===== src/hw/matmul_macros.svh =====
`ifndef MATMUL_MACROS_SVH
`define MATMUL_MACROS_SVH

// ---------------------------------------------------------------------------
// matrix geometry and memory map
// ---------------------------------------------------------------------------
`define MM_N          4    // matrix dimension
`define MM_A_WORDS    16   // words of A stored column-major from address 0
`define MM_MEM_WORDS  32   // A followed by the four B columns

// ---------------------------------------------------------------------------
// report layout
// ---------------------------------------------------------------------------
`define MM_TEXT_LEN   166  // header + four lines + closing CR LF
`define MM_HDR_LEN    36
`define MM_LINE_LEN   32   // CR LF "[ xxxxx, xxxxx, xxxxx, xxxxx ]"
`define MM_HEX_DIGITS 5    // an 18-bit result needs five digits

// byte stream
`define MM_TX_CREDITS 4    // credits held by the sender after reset

`endif


===== src/hw/matmul_pkg.sv =====
`default_nettype none

`include "matmul_macros.svh"

package matmul_pkg;

  // operands and arithmetic
  typedef logic [7:0] elem_t;                          // unsigned operand
  typedef logic [2*$bits(elem_t)-1:0] prod_t;          // full product

  // sum of N products needs two extra bits for N = 4
  typedef logic [$bits(prod_t)+$clog2(`MM_N)-1:0] sum_t;

  // addressing and positions
  typedef logic [$clog2(`MM_MEM_WORDS)-1:0] mem_addr_t;
  typedef logic [$clog2(`MM_TEXT_LEN+1)-1:0] text_idx_t;  // also holds the end count
  typedef logic [$clog2(`MM_N)-1:0] col_idx_t;

  // main sequencer
  typedef enum logic [2:0] {
    IDLE,
    LOAD_A,
    LOAD_B,
    DRAIN,
    PRINT
  } ctrl_state_t;

endpackage

`default_nettype wire


===== src/hw/matmul_ifs.sv =====
`default_nettype none

`include "matmul_macros.svh"

// one B column together with the whole A matrix
interface operand_if;
  import matmul_pkg::*;

  logic     valid;                  // single-cycle pulse per column
  col_idx_t col;
  elem_t    a_mat [`MM_N][`MM_N];   // [row][k]
  elem_t    b_col [`MM_N];

  modport source (output valid, col, a_mat, b_col);
  modport sink   (input  valid, col, a_mat, b_col);
endinterface

// one finished column of C
interface col_result_if;
  import matmul_pkg::*;

  logic     valid;
  col_idx_t col;
  sum_t     sums [`MM_N];           // indexed by row

  modport source (output valid, col, sums);
  modport sink   (input  valid, col, sums);
endinterface

`default_nettype wire


===== src/hw/byte_credit_tx.sv =====
`default_nettype none

`include "matmul_macros.svh"

module byte_credit_tx (
  input  wire logic       clk,
  input  wire logic       reset_n,
  input  wire logic       send,
  input  wire logic [7:0] char_in,
  input  wire logic       tx_credit,   // one pulse per returned credit
  output logic            can_send,
  output logic            tx_valid,
  output logic [7:0]      tx_data
);

  localparam int CW = $clog2(`MM_TX_CREDITS + 1);

  logic [CW-1:0] credits;

  // the byte already in the output register still owns one credit
  assign can_send = (credits > CW'(tx_valid));

  always_ff @(posedge clk) begin
    if (!reset_n) begin
      credits  <= CW'(`MM_TX_CREDITS);
      tx_valid <= 1'b0;
    end else begin
      tx_valid <= send;
      case ({tx_valid, tx_credit})
        2'b10:   credits <= credits - 1'b1;
        2'b01:   credits <= credits + 1'b1;
        default: credits <= credits;   // none, or one used and one returned
      endcase
    end
  end

  always_ff @(posedge clk) begin
    if (send) tx_data <= char_in;
  end

  // the receiver never hands back more than it was given
  a_credit_max: assert property (@(posedge clk) disable iff (!reset_n)
    credits <= CW'(`MM_TX_CREDITS))
    else $error("credit count %0h above limit", credits);

  a_valid_credit: assert property (@(posedge clk) disable iff (!reset_n)
    tx_valid |-> credits != '0)
    else $error("tx_valid with no credit left");

endmodule

`default_nettype wire


===== src/hw/dot_product_array.sv =====
`default_nettype none

`include "matmul_macros.svh"

module dot_product_array (
  input  wire logic    clk,
  input  wire logic    reset_n,
  operand_if.sink      op,
  col_result_if.source res
);
  import matmul_pkg::*;

  prod_t    prod [`MM_N][`MM_N];   // [row][k]
  logic     s1_valid;
  col_idx_t s1_col;
  sum_t     row_acc [`MM_N];

  // ---------------------------------------------------------------------------
  // stage 1 registers the sixteen products
  // ---------------------------------------------------------------------------
  always_ff @(posedge clk) begin
    if (op.valid) begin
      for (int r = 0; r < `MM_N; r++) begin
        for (int k = 0; k < `MM_N; k++) begin
          prod[r][k] <= op.a_mat[r][k] * op.b_col[k];
        end
      end
      s1_col <= op.col;
    end
  end

  // ---------------------------------------------------------------------------
  // stage 2 registers the row sums
  // ---------------------------------------------------------------------------
  always_comb begin
    for (int r = 0; r < `MM_N; r++) begin
      row_acc[r] = '0;
      for (int k = 0; k < `MM_N; k++) begin
        row_acc[r] = row_acc[r] + sum_t'(prod[r][k]);
      end
    end
  end

  always_ff @(posedge clk) begin
    if (s1_valid) begin
      res.sums <= row_acc;
      res.col  <= s1_col;
    end
  end

  // valid runs beside the data, so a new column may enter every cycle
  always_ff @(posedge clk) begin
    if (!reset_n) begin
      s1_valid  <= 1'b0;
      res.valid <= 1'b0;
    end else begin
      s1_valid  <= op.valid;
      res.valid <= s1_valid;
    end
  end

endmodule

`default_nettype wire


===== src/hw/matmul_ctrl.sv =====
`default_nettype none

`include "matmul_macros.svh"

module matmul_ctrl (
  input  wire logic clk,
  input  wire logic reset_n,
  input  wire logic start,
  input  wire logic addr_at_last,   // address 31 is on the memory port
  input  wire logic text_at_last,   // every byte of the report has been sent
  input  wire logic can_send,
  input  wire logic col_done,       // fourth column result is stored
  output logic      addr_clear,
  output logic      addr_step,
  output logic      text_clear,
  output logic      send,
  output logic      mem_rd_en,
  output logic      busy,
  output logic      done
);
  import matmul_pkg::*;

  ctrl_state_t state;
  ctrl_state_t state_nxt;
  logic [$clog2(`MM_A_WORDS)-1:0] a_cnt;   // reads issued in LOAD_A

  // ---------------------------------------------------------------------------
  // state register and next-state logic
  // ---------------------------------------------------------------------------
  always_ff @(posedge clk) begin
    if (!reset_n) begin
      state <= IDLE;
      a_cnt <= '0;
      done  <= 1'b0;
    end else begin
      state <= state_nxt;
      a_cnt <= (state == LOAD_A) ? a_cnt + 1'b1 : '0;
      done  <= (state == PRINT) && text_at_last;
    end
  end

  always_comb begin
    state_nxt = state;
    case (state)
      IDLE:   if (start) state_nxt = LOAD_A;
      LOAD_A: if (a_cnt == ($bits(a_cnt))'(`MM_A_WORDS - 1)) state_nxt = LOAD_B;
      LOAD_B: if (addr_at_last) state_nxt = DRAIN;
      DRAIN:  if (col_done) state_nxt = PRINT;
      PRINT:  if (text_at_last) state_nxt = IDLE;
      default: state_nxt = IDLE;
    endcase
  end

  // outputs
  assign mem_rd_en  = (state == LOAD_A) || (state == LOAD_B);   // one read per cycle
  assign addr_clear = (state == IDLE);
  assign addr_step  = mem_rd_en && !addr_at_last;
  assign text_clear = (state == IDLE);
  assign send       = (state == PRINT) && can_send && !text_at_last;
  assign busy       = (state != IDLE);

endmodule

`default_nettype wire


===== src/hw/matmul_top.sv =====
`default_nettype none

`include "matmul_macros.svh"

module matmul_top (
  input  wire logic                  clk,
  input  wire logic                  reset_n,
  input  wire logic                  start,
  // external read-only memory with one cycle latency
  output logic                       mem_rd_en,
  output matmul_pkg::mem_addr_t      mem_addr,
  input  wire matmul_pkg::elem_t     mem_rdata,
  // credit-based byte stream
  output logic                       tx_valid,
  output logic [7:0]                 tx_data,
  input  wire logic                  tx_credit,
  output logic                       busy,
  output logic                       done
);
  import matmul_pkg::*;

  logic      addr_clear;
  logic      addr_step;
  logic      addr_at_last;
  logic      text_clear;
  logic      text_at_last;
  logic      send;
  logic      can_send;
  logic      col_done;
  text_idx_t text_idx;
  logic [7:0] text_char;

  operand_if    op_if ();
  col_result_if res_if ();

  // ---------------------------------------------------------------------------
  // sequencing
  // ---------------------------------------------------------------------------
  seq_counter #(.WIDTH($bits(mem_addr_t))) addr_cnt_i (
    .clk        (clk),
    .reset_n    (reset_n),
    .clear      (addr_clear),
    .step       (addr_step),
    .last_value (mem_addr_t'(`MM_MEM_WORDS - 1)),
    .count      (mem_addr),
    .at_last    (addr_at_last)
  );

  seq_counter #(.WIDTH($bits(text_idx_t))) text_cnt_i (
    .clk        (clk),
    .reset_n    (reset_n),
    .clear      (text_clear),
    .step       (send),
    .last_value (text_idx_t'(`MM_TEXT_LEN)),   // count of bytes already sent
    .count      (text_idx),
    .at_last    (text_at_last)
  );

  matmul_ctrl ctrl_i (
    .clk          (clk),
    .reset_n      (reset_n),
    .start        (start),
    .addr_at_last (addr_at_last),
    .text_at_last (text_at_last),
    .can_send     (can_send),
    .col_done     (col_done),
    .addr_clear   (addr_clear),
    .addr_step    (addr_step),
    .text_clear   (text_clear),
    .send         (send),
    .mem_rd_en    (mem_rd_en),
    .busy         (busy),
    .done         (done)
  );

  // ---------------------------------------------------------------------------
  // datapath
  // ---------------------------------------------------------------------------
  operand_loader loader_i (
    .clk       (clk),
    .reset_n   (reset_n),
    .mem_rd_en (mem_rd_en),
    .mem_addr  (mem_addr),
    .mem_rdata (mem_rdata),
    .op        (op_if.source)
  );

  dot_product_array dot_i (
    .clk     (clk),
    .reset_n (reset_n),
    .op      (op_if.sink),
    .res     (res_if.source)
  );

  result_text text_i (
    .clk       (clk),
    .reset_n   (reset_n),
    .res       (res_if.sink),
    .text_idx  (text_idx),
    .col_done  (col_done),
    .text_char (text_char)
  );

  byte_credit_tx tx_i (
    .clk       (clk),
    .reset_n   (reset_n),
    .send      (send),
    .char_in   (text_char),
    .tx_credit (tx_credit),
    .can_send  (can_send),
    .tx_valid  (tx_valid),
    .tx_data   (tx_data)
  );

endmodule

`default_nettype wire


===== src/hw/operand_loader.sv =====
`default_nettype none

`include "matmul_macros.svh"

module operand_loader (
  input  wire logic                 clk,
  input  wire logic                 reset_n,
  input  wire logic                 mem_rd_en,
  input  wire matmul_pkg::mem_addr_t mem_addr,
  input  wire matmul_pkg::elem_t    mem_rdata,
  operand_if.source                 op
);
  import matmul_pkg::*;

  localparam int KW = $clog2(`MM_N);
  localparam logic [KW-1:0] LAST_K = KW'(`MM_N - 1);

  logic      rd_en_q;           // read data is on mem_rdata this cycle
  mem_addr_t addr_q;            // address that data belongs to
  elem_t     b_part [`MM_N-1];  // first three words of the current column
  logic      in_a;

  always_ff @(posedge clk) begin
    if (!reset_n) rd_en_q <= 1'b0;
    else          rd_en_q <= mem_rd_en;
  end

  always_ff @(posedge clk) begin
    addr_q <= mem_addr;
  end

  assign in_a = (addr_q < mem_addr_t'(`MM_A_WORDS));

  // word k of A is A[k mod N][k div N]
  always_ff @(posedge clk) begin
    if (rd_en_q && in_a) op.a_mat[addr_q[KW-1:0]][addr_q[2*KW-1:KW]] <= mem_rdata;
    if (rd_en_q && !in_a && addr_q[KW-1:0] != LAST_K) b_part[addr_q[KW-1:0]] <= mem_rdata;
  end

  always_comb begin
    for (int k = 0; k < `MM_N - 1; k++) begin
      op.b_col[k] = b_part[k];
    end
    op.b_col[`MM_N-1] = mem_rdata;    // last word passes straight through
  end

  assign op.valid = rd_en_q && !in_a && (addr_q[KW-1:0] == LAST_K);
  assign op.col   = addr_q[2*KW-1:KW];   // (addr - 16) div 4

endmodule

`default_nettype wire


===== src/hw/result_text.sv =====
`default_nettype none

`include "matmul_macros.svh"

module result_text (
  input  wire logic                  clk,
  input  wire logic                  reset_n,
  col_result_if.sink                 res,
  input  wire matmul_pkg::text_idx_t text_idx,
  output logic                       col_done,
  output logic [7:0]                 text_char
);
  import matmul_pkg::*;

  localparam int FIELD_LEN = `MM_HEX_DIGITS + 2;   // digits and a two-char separator
  localparam int FIELD_OFS = 4;                    // CR LF "[ "
  localparam logic [8*`MM_HDR_LEN-1:0] HEADER = "The matrix multiplication result is:";
  localparam logic [7:0] CR = 8'h0d;
  localparam logic [7:0] LF = 8'h0a;

  sum_t      results [`MM_N][`MM_N];   // [row][col]
  text_idx_t body_pos;
  text_idx_t line_num;
  text_idx_t line_pos;
  text_idx_t field_pos;
  text_idx_t field_num;
  text_idx_t digit_pos;
  logic [$clog2(`MM_N)-1:0] row_sel;
  col_idx_t  field_col;
  logic [4*`MM_HEX_DIGITS-1:0] field_val;
  logic [3:0] nibble;

  function automatic logic [7:0] hex_char(input logic [3:0] nib);
    if (nib < 4'd10) return 8'("0") + {4'h0, nib};
    return 8'("A") - 8'd10 + {4'h0, nib};
  endfunction

  // ---------------------------------------------------------------------------
  // result store
  // ---------------------------------------------------------------------------
  always_ff @(posedge clk) begin
    if (res.valid) begin
      for (int r = 0; r < `MM_N; r++) begin
        results[r][res.col] <= res.sums[r];
      end
    end
  end

  always_ff @(posedge clk) begin
    if (!reset_n) col_done <= 1'b0;
    else          col_done <= res.valid && (res.col == col_idx_t'(`MM_N - 1));
  end

  // ---------------------------------------------------------------------------
  // text position decode
  // ---------------------------------------------------------------------------
  assign body_pos  = text_idx - text_idx_t'(`MM_HDR_LEN);
  assign line_num  = body_pos / text_idx_t'(`MM_LINE_LEN);   // 4 is the closing CR LF
  assign line_pos  = body_pos % text_idx_t'(`MM_LINE_LEN);
  assign field_pos = line_pos - text_idx_t'(FIELD_OFS);
  assign field_num = field_pos / text_idx_t'(FIELD_LEN);
  assign digit_pos = field_pos % text_idx_t'(FIELD_LEN);
  assign row_sel   = line_num[$bits(row_sel)-1:0];
  assign field_col = field_num[$bits(field_col)-1:0];

  // msd first, top digit only has two live bits
  assign field_val = ($bits(field_val))'(results[row_sel][field_col]);
  assign nibble    = 4'(field_val >> (4 * (`MM_HEX_DIGITS - 1 - digit_pos)));

  always_comb begin
    text_char = LF;
    if (text_idx < text_idx_t'(`MM_HDR_LEN)) begin
      text_char = HEADER[8 * (`MM_HDR_LEN - 1 - text_idx) +: 8];
    end else if (line_num >= text_idx_t'(`MM_N)) begin
      text_char = (line_pos == '0) ? CR : LF;
    end else if (line_pos == text_idx_t'(0)) begin
      text_char = CR;
    end else if (line_pos == text_idx_t'(1)) begin
      text_char = LF;
    end else if (line_pos == text_idx_t'(2)) begin
      text_char = "[";
    end else if (line_pos == text_idx_t'(3)) begin
      text_char = " ";
    end else if (digit_pos < text_idx_t'(`MM_HEX_DIGITS)) begin
      text_char = hex_char(nibble);
    end else if (digit_pos == text_idx_t'(`MM_HEX_DIGITS)) begin
      text_char = (field_col == col_idx_t'(`MM_N - 1)) ? " " : ",";
    end else begin
      text_char = (field_col == col_idx_t'(`MM_N - 1)) ? "]" : " ";
    end
  end

endmodule

`default_nettype wire


===== src/hw/seq_counter.sv =====
`default_nettype none

module seq_counter #(
  parameter int WIDTH = 8
) (
  input  wire logic             clk,
  input  wire logic             reset_n,
  input  wire logic             clear,
  input  wire logic             step,
  input  wire logic [WIDTH-1:0] last_value,
  output logic      [WIDTH-1:0] count,
  output logic                  at_last
);

  always_ff @(posedge clk) begin
    if (!reset_n) begin
      count <= '0;
    end else if (clear) begin
      count <= '0;
    end else if (step) begin
      count <= count + 1'b1;
    end
  end

  assign at_last = (count == last_value);

  // the sequencer must stop stepping once the final value is reached
  a_no_overrun: assert property (@(posedge clk) disable iff (!reset_n)
    (step && !clear) |-> !at_last)
    else $error("seq_counter stepped past last_value %0h", last_value);

endmodule

`default_nettype wire


===== config.mk =====
export PLATFORM = sky130hd
export DESIGN_NAME = matmul_top
export DESIGN_NICKNAME = d
export VERILOG_FILES = /design/src/hw/matmul_pkg.sv /design/src/hw/matmul_ifs.sv /design/src/hw/byte_credit_tx.sv /design/src/hw/dot_product_array.sv /design/src/hw/matmul_ctrl.sv /design/src/hw/matmul_top.sv /design/src/hw/operand_loader.sv /design/src/hw/result_text.sv /design/src/hw/seq_counter.sv
export VERILOG_INCLUDE_DIRS = /design/src /design/src/hw
export SDC_FILE = /design/constraint.sdc
export NUM_CORES = 2
export LEC_CHECK = 0
export BUFFER_PORTS_ARGS = -buffer_cell sky130_fd_sc_hd__clkbuf_2
export CAP_MARGIN = 20
export CORE_MARGIN = 5
export CORE_UTILIZATION = 32
export DETAILED_ROUTE_END_ITERATION = 8
export SETUP_SLACK_MARGIN = 0.5
export SYNTH_ARGS = -nofsm -noshare
export SYNTH_HDL_FRONTEND = slang
export SYNTH_SLANG_ARGS = --single-unit

===== constraint.sdc =====
create_clock -name clk -period 14.91 [get_ports clk]
set_input_delay 0.7455 -clock clk [delete_from_list [all_inputs] [get_ports clk]]
set_output_delay 0.7455 -clock clk [all_outputs]
set_load 0.05 [all_outputs]

==> impl.org <==
** Final layout
- Count of filler cells inserted in the layout :: 20700
- Count of non-filler cells in the finished layout :: 8992
- The top cell types in the final layout, fill and taps aside, are sky130_fd_sc_hd__inv_1 (1215), sky130_fd_sc_hd__edfxtp_1 (779), sky130_fd_sc_hd__ha_1 (731), sky130_fd_sc_hd__fa_1 (649), sky130_fd_sc_hd__and2_1 (571).
- Final cell area excluding filler cells :: 0.0742 sq mm
- Utilization of the core after routing :: 35.4%
- Leaving out fill and tap cells, the most frequent cell in the layout is sky130_fd_sc_hd__inv_1.
- Fraction of layout instances using a drive strength above 1 :: under 10%
- Signed area change from the synthesized netlist to the final layout :: 9.96%
- At the end of the flow, the number of nets in the layout was 7501.

** Pwr
- Sequential cells burn 47.4% of the power.
- Combinational share of power :: 8.4%
- Fraction of power consumed by the clock network :: 44.2%
- Net Sw Frac :: 23.7%
- Summed over all cells, the static leakage comes to 33.1 nW.
- Pwr Density :: 71.3 mW/mm^2
- VDD sags by at most 0.0000824 V.
- Switching power :: 1.25 mW
- Cell internal power was estimated by the tool at between 4 and 5 mW.

** Floorplanning
- The region available for standard cell placement spans about 0.21 sq mm.
- Count of boundary I/O pins :: 29
- The floorplan has 168 rows.
- For this configuration, the core starts out at a cell density of approximately a third.
- The die is ~470 microns wide.
- The floorplan step set the die height to between 400 and 500 microns.
- The die covers between 0.2 and 0.25 sq mm.

** Timing
- Slew at the pin closest to its max-slew limit :: between 1 and 1.5 ns
- Static timing analysis puts the maximum clock frequency at 93.4 MHz.
- Counting I/O delays and the setup requirement, the final critical path takes 10.71 ns.
- Setup repair after global routing left no endpoint under its margin.
- Rel. slew slack :: 29.4%
- Count of pins over their slew limit :: 0
- On the final layout, the worst clock skew is 0.0349 ns.
- Final hold vios :: 0
- Setup tns final :: 0 ns
- Setup violations remaining at the end of the flow were counted as 0.
- The final critical path takes up 71.8% of the cycle.

** Placement
- Buffers placed on the I/O ports in this run total 27.
- Placed wire-length estimate after detailed placement :: 121 mm
- Placed Cells incl. Taps :: 8820
- Area after detailed placement :: 0.0711 sq mm
- Final weighted congestion in routability-driven placement :: between 0.8 and 0.9

** CTS
- After clock tree synthesis, the setup repair step added 0 buffers.
- Clock tree from TritonCTS :: yes
- Gates resized during post-CTS repair numbered 0.
- TritonCTS buffer count :: 90
- Register clock-pin slew on the reported worst setup and hold paths :: 0.05 ns
- Hold buffer count at cts :: 0
- The tree is rooted in a sky130_fd_sc_hd__clkbuf_16.
- Maximum level of the CTS H-tree :: 3
- The longest clock path from root to sink contains 3 buffers.
- Number of sinks on the clock net :: 813
- The later pin in the worst-skew pair is clocked with a latency of a little over 0.7 ns.

** Worst setup path
- The worst register-to-register path has a depth of 35.
- STA classifies the critical path endpoint as a register.
- The worst setup path is of the register to register kind.
- Among all stages on the critical path, the largest delay is contributed by sky130_fd_sc_hd__nor2b_1.
- For the worst setup path, the data required time is 15.37 ns.
- The endpoint identified for the worst register-to-register timing path is tx_i.tx_data[5].
- The cell that appears most often on the critical path is sky130_fd_sc_hd__ha_1.
- The worst register-to-register path begins at text_cnt_i.count[2].
- In this run the worst path has a maximum fanout of 33.
- Data arrival time at the worst-slack endpoint :: 11.18 ns
- In this design, the stage delay of the slowest critical-path cell is 0.64 ns.
- Register-to-register setup slack :: 4.20 ns
- The worst setup path is launched from a register.

** GRT
- Initial antenna violation count :: 10
- The via count of the first global-routing pass came to 44600.
- The first global-routing pass estimated 252 mm of wire.
- Global routing finished with a remaining overflow of 0.
- Entering global routing, the biggest net connects about 140 pins.
- Overall track demand over capacity in global routing :: 14.4%

** Logic synthesis
- The synthesized netlist contains 93 unique library cells.
- Syn Nets :: 7479
- Avg Inst Size Synth :: 11.1 sq um
- Counting flops and latches in the post-synthesis netlist gives 813.
- Asr flop ratio synth :: 0%
- For this run, the number of Yosys warnings is 0.
- After synthesis, flip-flops and latches occupy 35.7% of the total area.
- In this run, synthesis inferred between 700 and 800 flip-flops with an integrated enable.
- In the synthesized netlist the dominant register cell turns out to be sky130_fd_sc_hd__edfxtp_1.
- Synthesized cell area :: 0.0675 sq mm
- Gate Count Post-Synth :: 6087

** Route
- The first TritonRoute pass finished after 5 iterations.
- After detailed routing, the average wire length per cell comes to roughly 18 microns.
- Antenna-violating nets left :: 0
- DR iter-0 viols :: approximately 2700
- For this block, the routed nets add up to 158 mm of wire.
- Using the TritonRoute via totals, the vias-per-cell ratio works out to 4.69.
- DRC violation count after routing :: 0
- Vias post-DR :: 42200

** Hold path
- Hold EP :: tx_i.credits[2]
- The worst hold path passes through 2 cells.
- The startpoint identified for the worst hold timing path is reset_n.
- The worst hold path belongs to the class input port to register.

** Job
- Across the run, the number of max-cap violations was 0.

** Status
- Run status :: complete, no violations
[through the flow]
step,hold WS [ns],setup WS (ns),total power [mW]
4_1_cts,0.370,4.25,5.36
6_report,0.420,4.20,5.29
3_5_place_dp,0.408,4.30,3.00
3_3_place_gp,0.405,4.49,3.00
5_1_grt,0.421,3.37,5.51
2_1_floorplan,0.400,2.62,2.89
[worst max-delay path: cells and delay by family (launching register included)]
family	cells	cell delay, ns
flip-flops	1	0.30
adder cells (fa/ha/maj)	5	1.59
AO/OA/AOI/OAI	8	2.52
XOR/XNOR	4	1.06
buffers and inverters	5	1.61
AND/OR/NAND/NOR	13	3.34
[cells in the mapped netlist, types with 19 or more instances]
cell / number / area share [%]
sky130_fd_sc_hd__inv_1: 1215 / 6.8
sky130_fd_sc_hd__edfxtp_1: 779 / 35
sky130_fd_sc_hd__ha_1: 731 / 14
sky130_fd_sc_hd__fa_1: 649 / 19
sky130_fd_sc_hd__and2_1: 571 / 5.3
sky130_fd_sc_hd__nand2_1: 558 / 3.1
sky130_fd_sc_hd__a21oi_1: 275 / 2.0
sky130_fd_sc_hd__xnor2_1: 216 / 2.8
sky130_fd_sc_hd__o21ai_0: 146 / 1.1
sky130_fd_sc_hd__nor2_1: 139 / 0.77
sky130_fd_sc_hd__clkbuf_1: 132 / 0.73
sky130_fd_sc_hd__xor2_1: 104 / 1.3
sky130_fd_sc_hd__o21bai_1: 93 / 1.0
sky130_fd_sc_hd__mux4_2: 75 / 2.5
sky130_fd_sc_hd__a21o_1: 38 / 0.42
sky130_fd_sc_hd__dfxtp_1: 34 / 1.0
sky130_fd_sc_hd__nand2b_1: 31 / 0.29
sky130_fd_sc_hd__nand3_1: 31 / 0.23
sky130_fd_sc_hd__mux2i_1: 25 / 0.37
sky130_fd_sc_hd__nor3_1: 21 / 0.16
sky130_fd_sc_hd__nor2b_1: 19 / 0.18
[cell type report]
cell class / instances / area, sq um / area share, %
clock inverters: 65 / 800 / 1.08
inverters: 1217 / 4570 / 6.15
flip-flops and latches: 813 / 24100 / 32.4
well taps: 2805 / 3510 / 4.73
multi-input cells: 3900 / 38300 / 51.6
diodes: 2 / 5.00 / 0.00674
repair buffers: 87 / 638 / 0.860
clock buffers: 103 / 2320 / 3.13
[metal layers]
metal | global-route usage, % | share of wire [%]
met1 | 19.2 | 44
met2 | 24.9 | 49
met3 | 1.67 | 4.7
met4 | 4.12 | 3.0
met5 | 0 | 0.0044
[power by group through the flow]
stage               registers [mW]  clock network, mW  logic (mW)
global route                  2.51               2.49       0.516
global placement              2.56                  0       0.439
CTS                           2.51               2.40       0.452
floorplan                     2.56                  0       0.339
detailed placement            2.56                  0       0.446
finish                        2.51               2.34       0.442
[state kept, by name (all words and copies together), names as in the netlist, 2 cells and up]
register	cells
text_cnt_i.count	8
tx_i.credits	3
loader_i.addr_q	5
loader_i.b_part	24
dot_i.res.sums	72
dot_i.res.col	2
dot_i.prod	256
addr_cnt_i.count	5
tx_i.tx_data	7
ctrl_i.state	3
text_i.results	288
loader_i.op.a_mat	128
ctrl_i.a_cnt	4
dot_i.s1_col	2
[cells by family (layout without fill, tap and decap cells)]
kind of cell | Yosys count | in the layout | synth area share, %
buf+inv | 1374 | 1472 | 7.70
fa+ha+maj | 1380 | 1380 | 32.8
mux | 109 | 109 | 3.03
simple gates | 1424 | 1424 | 10.6
flops | 813 | 813 | 35.7
xor+xnor | 322 | 322 | 4.20
other cells | 2 | 4 | 0.0111
compound gates | 663 | 663 | 6.00
[worst max-delay path by stage]
stage                        start          endpoint  cells past startpoint
2_1_floorplan   loader_i.addr_q[1]  dot_i.prod[0][0]                      3
3_3_place_gp   text_cnt_i.count[2]   tx_i.tx_data[5]                     35
3_5_place_dp   text_cnt_i.count[2]   tx_i.tx_data[5]                     35
4_1_cts        text_cnt_i.count[2]   tx_i.tx_data[5]                     35
5_1_grt        text_cnt_i.count[2]   tx_i.tx_data[5]                     35
6_report       text_cnt_i.count[2]   tx_i.tx_data[5]                     35
(Power assumes the default switching activity.)
